## config.mk

```make
export PLATFORM = sky130hd
export DESIGN_NAME = wb_select
export DESIGN_NICKNAME = d
export VERILOG_FILES = /design/src/hdl/rv_mem_pkg.sv /design/src/hdl/wb_select.sv
export SDC_FILE = /design/constraint.sdc
export NUM_CORES = 1
export LEC_CHECK = 0
export ABC_AREA = 1
export BUFFER_PORTS_ARGS = -buffer_cell sky130_fd_sc_hd__buf_2
export CAP_MARGIN = 20
export CORE_AREA = 3 3 68 70
export DETAILED_ROUTE_END_ITERATION = 10
export DIE_AREA = 0 0 71 73
export GPL_TIMING_DRIVEN = 1
export PLACE_DENSITY_LB_ADDON = 0.3
export SKIP_LAST_GASP = 1
export SLEW_MARGIN = 25
export SYNTH_ARGS = -nofsm -noshare
export SYNTH_HDL_FRONTEND = slang
export SYNTH_SLANG_ARGS = --single-unit
export TNS_END_PERCENT = 1
```

## constraint.sdc

```tcl
create_clock -name vclk -period 0.8
set_input_delay 0.08 -clock vclk [all_inputs]
set_output_delay 0.08 -clock vclk [all_outputs]
set_load 0.005 [all_outputs]
```

## src/hdl/rv_mem_pkg.sv

```systemverilog
package rv_mem_pkg;

    // ********************************************************************
    // Datapath geometry
    // ********************************************************************
    localparam int XLEN      = 32;  // Data and address width
    localparam int REG_IDX_W = 5;   // Register index, x0..x31
    localparam int DMEM_AW   = 10;  // Word address bits, 1024 words = 4 KiB

    // ********************************************************************
    // Memory operation codes, EXE -> MEM
    // ********************************************************************
    localparam int DMEM_TYPE_W = 4;

    localparam logic [DMEM_TYPE_W-1:0] DMEM_NO  = 4'd0;  // No access
    localparam logic [DMEM_TYPE_W-1:0] DMEM_LB  = 4'd1;
    localparam logic [DMEM_TYPE_W-1:0] DMEM_LH  = 4'd2;
    localparam logic [DMEM_TYPE_W-1:0] DMEM_LW  = 4'd3;
    localparam logic [DMEM_TYPE_W-1:0] DMEM_LBU = 4'd4;
    localparam logic [DMEM_TYPE_W-1:0] DMEM_LHU = 4'd5;
    localparam logic [DMEM_TYPE_W-1:0] DMEM_SB  = 4'd6;
    localparam logic [DMEM_TYPE_W-1:0] DMEM_SH  = 4'd7;
    localparam logic [DMEM_TYPE_W-1:0] DMEM_SW  = 4'd8;

    // ********************************************************************
    // Write-back result sources
    // ********************************************************************
    localparam int RESULT_SRC_W = 4;

    // RES_ALU is zero so a cleared pipeline register selects the ALU path
    localparam logic [RESULT_SRC_W-1:0] RES_ALU = 4'd0;
    localparam logic [RESULT_SRC_W-1:0] RES_MEM = 4'd1;  // Load data
    localparam logic [RESULT_SRC_W-1:0] RES_IMM = 4'd2;  // lui
    localparam logic [RESULT_SRC_W-1:0] RES_PC4 = 4'd3;  // jal / jalr link

endpackage

```

## src/hdl/wb_select.sv

```systemverilog
`timescale 1ns/1ps

// Picks the write-back value and drives the register file write port
module wb_select import rv_mem_pkg::*; (
    input  logic [RESULT_SRC_W-1:0] result_src_i,
    input  logic [XLEN-1:0]         alu_result_i,
    input  logic [XLEN-1:0]         mem_rdata_i,
    input  logic [XLEN-1:0]         ext_imm_i,
    input  logic [XLEN-1:0]         pc_plus4_i,
    input  logic                    reg_write_en_i,
    input  logic [REG_IDX_W-1:0]    rd_idx_i,
    output logic                    rf_we_o,
    output logic [REG_IDX_W-1:0]    rf_waddr_o,
    output logic [XLEN-1:0]         rf_wdata_o
);

    // Result mux
    always_comb begin
        case (result_src_i)
            RES_MEM: rf_wdata_o = mem_rdata_i;
            RES_IMM: rf_wdata_o = ext_imm_i;
            RES_PC4: rf_wdata_o = pc_plus4_i;
            default: rf_wdata_o = alu_result_i;  // RES_ALU and unknown codes
        endcase
    end

    // x0 is hardwired, never write it
    assign rf_we_o    = reg_write_en_i && (rd_idx_i != '0);
    assign rf_waddr_o = rd_idx_i;

endmodule

```

======== After elaboration in Yosys (flattened, before gate mapping) ========
Cells that the tools add are included.
operators by class
  reduce and logical (&&, ||, !) cells .... 2
  muxes and demuxes ....................... 1
  equality and inequality tests ........... 3
operator list
  operator                                                          count
  32-bit case mux with 3 select lines                               1
  4-bit by 2-bit == test with 1-bit output (second input constant)  2
  5-bit nonzero test                                                1
  4-bit by 1-bit == test with 1-bit output (second input constant)  1
  1-bit logical AND                                                 1
word-level totals
  logic and storage cells ................. 6
  output and inout bits ................... 38
  register bits ........................... 0
  bits of input ports ..................... 138

======== Longest topological paths before layout ========
Gate-level depths: netlist (run 1).
  depth after elaboration ................. 2
  mapped depth ............................ 6
  mapped depth without buffers ............ 5

======== Worst setup path after synthesis (run 1) ========
OpenSTA, ideal clock, no wires.
  kind .................................... input port to output port
  from .................................... input result_src_i[3]
  to ...................................... output rf_wdata_o[12]
  setup slack ............................. 41 ps
  stages .................................. 5
  data required time ...................... 720 ps
  data arrival time ....................... 679 ps
  buffers on the path ..................... 2
  cells stage by stage .................... nor2_4 > buf_6 > buf_4 > nand3_1 > nand4_1
on the way
  cells in the longest elaborated chain, start to end .. 2
  elaborated cells between the ends (all ways) .. 4
  classes of those cells .................. eq/ne (3); mux (1)
ends and longest elaborated chain
  element                                                                                                      line             text
  start: declaration                                                                                           wb_select.sv:5   input logic [RESULT_SRC_W-1:0] result_src_i,
  4-bit by 2-bit == test with 1-bit output / 4-bit by 1-bit == test with 1-bit output (equally long branches)  wb_select.sv:19  case (result_src_i)
  32-bit case mux with 3 select lines (*)                                                                      wb_select.sv:19
  end: declaration                                                                                             wb_select.sv:14  output logic [XLEN-1:0] rf_wdata_o
Mark *: on every way between the ends. The rest lies on a longest branch, timed or not.

======== Worst setup path after layout (run 1) ========
  from .................................... input result_src_i[3]
  to ...................................... output rf_wdata_o[30]
Same word-level chain as after synthesis.

==> results.yml, run 1 <==
critical_path:
  critical_path.max_fanout: 12
  path_class: "in -> out"
  cp_data_required_time_ps: 720
  cp.arrival_ps: 990
  critical_path.startpoint: "result_src_i[3]"
  start_kind: "primary input"
  crit_path_capture_type: "primary output"
synthesis:
  synth-compound-area-share_pct: 0.467
  yosys-mux-area-fraction_pct: 0
  ys_top_cells_by_area: "sky130_fd_sc_hd__nand3_1, sky130_fd_sc_hd__nand4_1, sky130_fd_sc_hd__nand2_1"
  netlist_area_um2: 1070
  yosys.area_share.xor_xnor_pct: 0
  synth_fa_ha_area_share_pct: 0
  synth.net_count: 339
  synth.distinct_cells: 12
  yosys.area_share.simple_pct: 80.2
  ys.warnings.count: 0
  syn_inst: 201
  synth.top_cell.area_share_pct: 44.8
  synthDominantAreaCellType: "sky130_fd_sc_hd__nand3_1"
  part_of_the_yosys_area_used_for_sequential_elements_pct: 0
  synth_top_family_by_area: "simple AND/OR/NAND/NOR gates"
  synth.avg_cell_area_um2: 5.33
floorplanning:
  die_w_um: 71
  dieArea_um2: 5180
  number_of_rows_in_the_core_area: 23
  die_h_um: 73
  core_um2: 4030
  ioPinCount: 176
  start_util_pct: 26.6
outcome:
  violations: "setup timing"
  run_status: "finished with violations"
global_route:
  sum_of_overflow_across_all_layers_after_global_routing: 0
  first_pass_grt_wire_length_um: 8540
  maximum_number_of_pins_on_one_net_before_global_route_repair: 49
  globalRouteTotalUtil_pct: 19.5
  first_global_vias: 2033
  grt_antenna_before_repair: 0
final_layout:
  sequential_cell_total: 0
  syn_to_final_growth_pct: 93.8
  filler_cell_count: 436
  finish.utilization_pct: 51.6
  num_antenna_cells: 0
  nClkBuffers: 0
  layout.nets: 509
  area.sequential_um2: 0
  multi_input_comb_area_um2: 865
  post_route_cells_drive_above_1_share_pct: 54.7
timing:
  finalWorstSetupSlack_ps: -272
  period_minus_slack_ps: 1070
  rsz0062_at_grt: "yes"
  report.final.slew_viol_count: 0
  worst_pin_slew_ps: 168
  slew-limit-headroom_pct: 88.7
  timing.fmax_ghz: 0.933
  final.setup.tns_ps: -7790
  finalHoldViolCount: 0
  finalSetupViolCount: 32
  finalCritPeriodShare_pct: 134
drt:
  route.vias.total: 2167
  detail_route.first_pass.iterations: 4
  drt-total-wl_um: 5790
  vias_per_cell: 5.17
  antenna_violating_nets_post_route: 0
  drt-wirelength-per-cell_um: 13.8
  remaining_drc_errors: 0
  detailedRoute.firstIterationViolations: 93
worst_hold_path:
  hold_path.class: "in -> out"
  holdCritStartpoint: "rd_idx_i[4]"
placed_design:
  place.port_buffers: 176
  gpl.final_weighted_congestion: 0.769
  dp_hpwl_um: 4610
power_and_ir_drop:
  power.ir.vdd_worst_uv: 252
  static-leakage-power_nw: 1.13
  power-per-cell-area_nw_per_um2: 501
flow_run:
  maxCapViolCount: 0
cts:
  postCtsHoldBufs: 0
==> critical path: stages <==
cell and delay [ps]:
sky130_fd_sc_hd__buf_2 110, sky130_fd_sc_hd__nor2_4 170, sky130_fd_sc_hd__buf_4 170, sky130_fd_sc_hd__clkbuf_16 150, sky130_fd_sc_hd__nand3_1 80, sky130_fd_sc_hd__nand4_1 90
sky130_fd_sc_hd__buf_2 130
==> final cells by class <==
cell class / count / area share, %
Inverter: 4 / 0.722
Multi-Input combinational cell: 170 / 41.6
Timing Repair Buffer: 195 / 54.7
Tap cell: 50 / 3.01
==> placed cells by master (no fill, tap or decap), types with 2 or more instances in the layout <==
| cell | count |
|---|---|
| sky130_fd_sc_hd__nand2_1 | 35 |
| sky130_fd_sc_hd__buf_12 | 5 |
| sky130_fd_sc_hd__inv_2 | 3 |
| sky130_fd_sc_hd__nor2_1 | 2 |
| sky130_fd_sc_hd__nand4_1 | 32 |
| sky130_fd_sc_hd__clkbuf_16 | 2 |
| sky130_fd_sc_hd__buf_6 | 4 |
| sky130_fd_sc_hd__buf_4 | 8 |
| sky130_fd_sc_hd__nand3_1 | 96 |
| sky130_fd_sc_hd__buf_2 | 176 |
| sky130_fd_sc_hd__nor2_4 | 3 |
==> cells by family (layout without fill, tap and decap cells) <==
kind of cell,Yosys count,count (layout)
buffers and inverters,31,199
AOI/OAI and AO/OA,1,1
and+or+nand+nor,169,169
==> metrics by stage <==
stage               total power [W]  cell area (um^2)  worst slack, ps  cells  hold WS [ps]
global route                0.00115              2080             -326    419           348
CTS                        0.000996              1990             -255    414           340
finish                      0.00104              2080             -272    419           340
floorplan                  0.000418              1070             41.4    201           241
detailed placement         0.000992              1990             -270    414           341
global placement           0.000982              1990             -260    414           342
==> cells in the mapped netlist, drive strengths merged <==
library cell	instances
buf	27
nor2	5
inv	4
o21ai	1
nand2	36
nand3	96
nand4	32
==> power breakdown <==
part / internal [W] / switching, W / leakage, nW / total [W]
combinational: 0.000562 / 0.000481 / 1.13 / 0.00104
clock: 0 / 0 / 0 / 0
sequential: 0 / 0 / 0 / 0
==> per-layer routing <==
metal	track usage [%]	vias to the layer above	wire length [um]
met4	1.25	0	17
met2	41.3	129	3150
met5	0	-	0
met3	3.17	2	605
met1	20.7	965	2020
li1	-	1071	-
==> path summary, 6_finish.rpt <==
path	to	slack, ps	cells past startpoint
setup / recovery	rf_wdata_o[30]	-270	7
hold / removal	rf_waddr_o[4]	340	2
==> timing repair <==
action,4_1_cts,5_1_grt
setup buffers,0,2
gates cloned,0,3
setup endpoints to repair,32,33
pin swaps,1,1
resized for setup,1,2
Power figures use the tool's default switching activity.
==> run 2, diff against run 1 <==
--- a/config.mk
+++ b/config.mk
@@ -5,12 +5,11 @@
 export SDC_FILE = /design/constraint.sdc
 export NUM_CORES = 1
 export LEC_CHECK = 0
-export ABC_AREA = 1
 export BUFFER_PORTS_ARGS = -buffer_cell sky130_fd_sc_hd__buf_2
 export CAP_MARGIN = 20
-export CORE_AREA = 3 3 68 70
+export CORE_AREA = 3 3 76 78
 export DETAILED_ROUTE_END_ITERATION = 10
-export DIE_AREA = 0 0 71 73
+export DIE_AREA = 0 0 79 81
 export GPL_TIMING_DRIVEN = 1
 export PLACE_DENSITY_LB_ADDON = 0.3
 export SKIP_LAST_GASP = 1
==> results.yml, run 2 <==
outcome:
  run_status: "finished with violations"
  violations: "setup timing"
worst_hold_path:
  whs_path_depth: 2
  hold_path.class: "in -> out"
final_layout:
  sequential_cell_total: 0
  layout.cells.most_common_list: "sky130_fd_sc_hd__buf_2, sky130_fd_sc_hd__nor2_1, sky130_fd_sc_hd__buf_4"
  layout.nets: 581
  num_antenna_cells: 0
  area.sequential_um2: 0
  post_route_cells_drive_above_1_share_pct: 63.9
  syn_to_final_growth_pct: 90.1
  post-route-cell-area_um2: 3420
  final_common_cell: "sky130_fd_sc_hd__buf_2"
  nClkBuffers: 0
timing:
  timing.fmax_ghz: 0.830
  rsz0062_at_grt: "yes"
  finalWorstSetupSlack_ps: -405
  final.setup.tns_ps: -11710
  report.final.slew_viol_count: 0
  finalSetupViolCount: 33
  slew-limit-headroom_pct: 81.9
  finalHoldViolCount: 0
  worst_pin_slew_ps: 271
  finalCritPeriodShare_pct: 151
  hold_worst_slack_ps: 337
  period_minus_slack_ps: 1200
floorplanning:
  core_um2: 5140
  die_h_um: 81
  die_w_um: 79
  number_of_rows_in_the_core_area: 26
  dieArea_um2: 6400
  start_util_pct: 35.0
  ioPinCount: 176
drt:
  route.vias.total: 2726
  remaining_drc_errors: 0
  detailedRoute.firstIterationViolations: 83
  antenna_violating_nets_post_route: 0
  detail_route.first_pass.iterations: 4
  drt-wirelength-per-cell_um: 15.3
  vias_per_cell: 5.33
  drt-total-wl_um: 7830
synthesis:
  yosys.area_share.xor_xnor_pct: 0
  part_of_the_yosys_area_used_for_sequential_elements_pct: 0
  yosys.area_share.simple_pct: 24.5
  synth.distinct_cells: 19
  yosys-mux-area-fraction_pct: 17.8
  synthDominantAreaCellType: "sky130_fd_sc_hd__mux2i_1"
  ys_top_cells_by_area: "sky130_fd_sc_hd__mux2i_1, sky130_fd_sc_hd__a221oi_2, sky130_fd_sc_hd__nor2_1"
  synth_fa_ha_area_share_pct: 0
  synth_commonest_cells: "sky130_fd_sc_hd__nor2_1, sky130_fd_sc_hd__mux2i_1, sky130_fd_sc_hd__o22ai_1"
  synth-compound-area-share_pct: 44.8
  synth.top_cell.area_share_pct: 17.8
  ys.warnings.count: 0
  syn_inst: 242
  synth_top_family_by_area: "compound AO/OA/AOI/OAI gates"
  cell_with_the_most_instances_after_synthesis: "sky130_fd_sc_hd__nor2_1"
  synth.net_count: 380
  netlist_area_um2: 1800
  synth.avg_cell_area_um2: 7.44
power_and_ir_drop:
  power.share.combinational_pct: 100.0
  cellInternalPower_w: 0.00112
  pwr-share-clk_pct: 0
  power-per-cell-area_nw_per_um2: 577
  p_switching_w: 0.000859
  static-leakage-power_nw: 1.72
  power.ir.vdd_worst_uv: 309
  sw_frac_of_total_pct: 43.5
  power.sequential.fraction_pct: 0
flow_run:
  maxCapViolCount: 0
critical_path:
  crit_path_capture_type: "primary output"
  start_kind: "primary input"
  path_class: "in -> out"
  critical_path.max_fanout: 7
  cp_data_required_time_ps: 720
  cp.arrival_ps: 1120
global_route:
  first_global_vias: 2542
  maximum_number_of_pins_on_one_net_before_global_route_repair: 25
  sum_of_overflow_across_all_layers_after_global_routing: 0
  globalRouteTotalUtil_pct: 20.8
  grt_antenna_before_repair: 0
  first_pass_grt_wire_length_um: 11300
placed_design:
  preCtsSetupSlack_ps: -543
  dp_hpwl_um: 5740
  placed_area_um2: 3030
  gpl.final_weighted_congestion: 0.747
  place.port_buffers: 176
cts:
  postCtsHoldBufs: 0
==> run 2: repair_timing <==
action                                  CTS  global route
endpoints found under the setup margin   33            33
resized for setup                        11            17
buffers inserted                          4             8
gates cloned                              2             6
pin swaps                                 5            13
==> run 2: critical path, stage by stage <==
cell                       delay, ps
sky130_fd_sc_hd__buf_2            90
sky130_fd_sc_hd__buf_4           110
sky130_fd_sc_hd__nor2_4           30
sky130_fd_sc_hd__buf_12          140
sky130_fd_sc_hd__buf_12          140
sky130_fd_sc_hd__buf_4           140
sky130_fd_sc_hd__a221oi_2        250
sky130_fd_sc_hd__buf_2           160
==> run 2: power by group through the flow <==
stage / sequential [W] / combinational (W) / clock [W]
finish: 0 / 0.00197 / 0
global route: 0 / 0.00215 / 0
CTS: 0 / 0.00180 / 0
detailed placement: 0 / 0.00173 / 0
global placement: 0 / 0.00170 / 0
floorplan: 0 / 0.000988 / 0
==> run 2: logic make-up after synthesis <==
family / Yosys count
multiplexers: 32
AND/OR/NAND/NOR: 90
buffers and inverters: 33
AO/OA/AOI/OAI: 87
==> run 2: per-layer routing <==
layer  routed length [um]  GRT usage, %  vias to the layer above  part of all wire, %
met5                    0             0                        -                    0
met4                   87          2.41                        0                  1.1
met3                  665          2.66                       11                  8.5
met2                 3890          40.5                      133                   50
met1                 3180          24.9                     1231                   41
li1                     -             -                     1351                    -
==> run 2: worst paths after layout <==
check / to / startpoint
worst max-delay path: rf_wdata_o[14] / result_src_i[2]
worst min-delay path: rf_waddr_o[0] / rd_idx_i[0]
==> run 2: area by class of cell <==
cell class / instances / area (um^2)
fillers: 430 / 1720
inverters: 1 / 3.75
multi-input cells: 210 / 1770
repair buffers: 230 / 1570
well taps: 70 / 87.6
==> run 2: stage by stage <==
step	utilization (%)	instances	total power (W)
floorplan	-	242	0.000988
global placement	58.9	493	0.00170
detailed placement	58.9	493	0.00173
CTS	61.0	499	0.00180
global route	66.6	511	0.00215
finish	66.6	511	0.00197
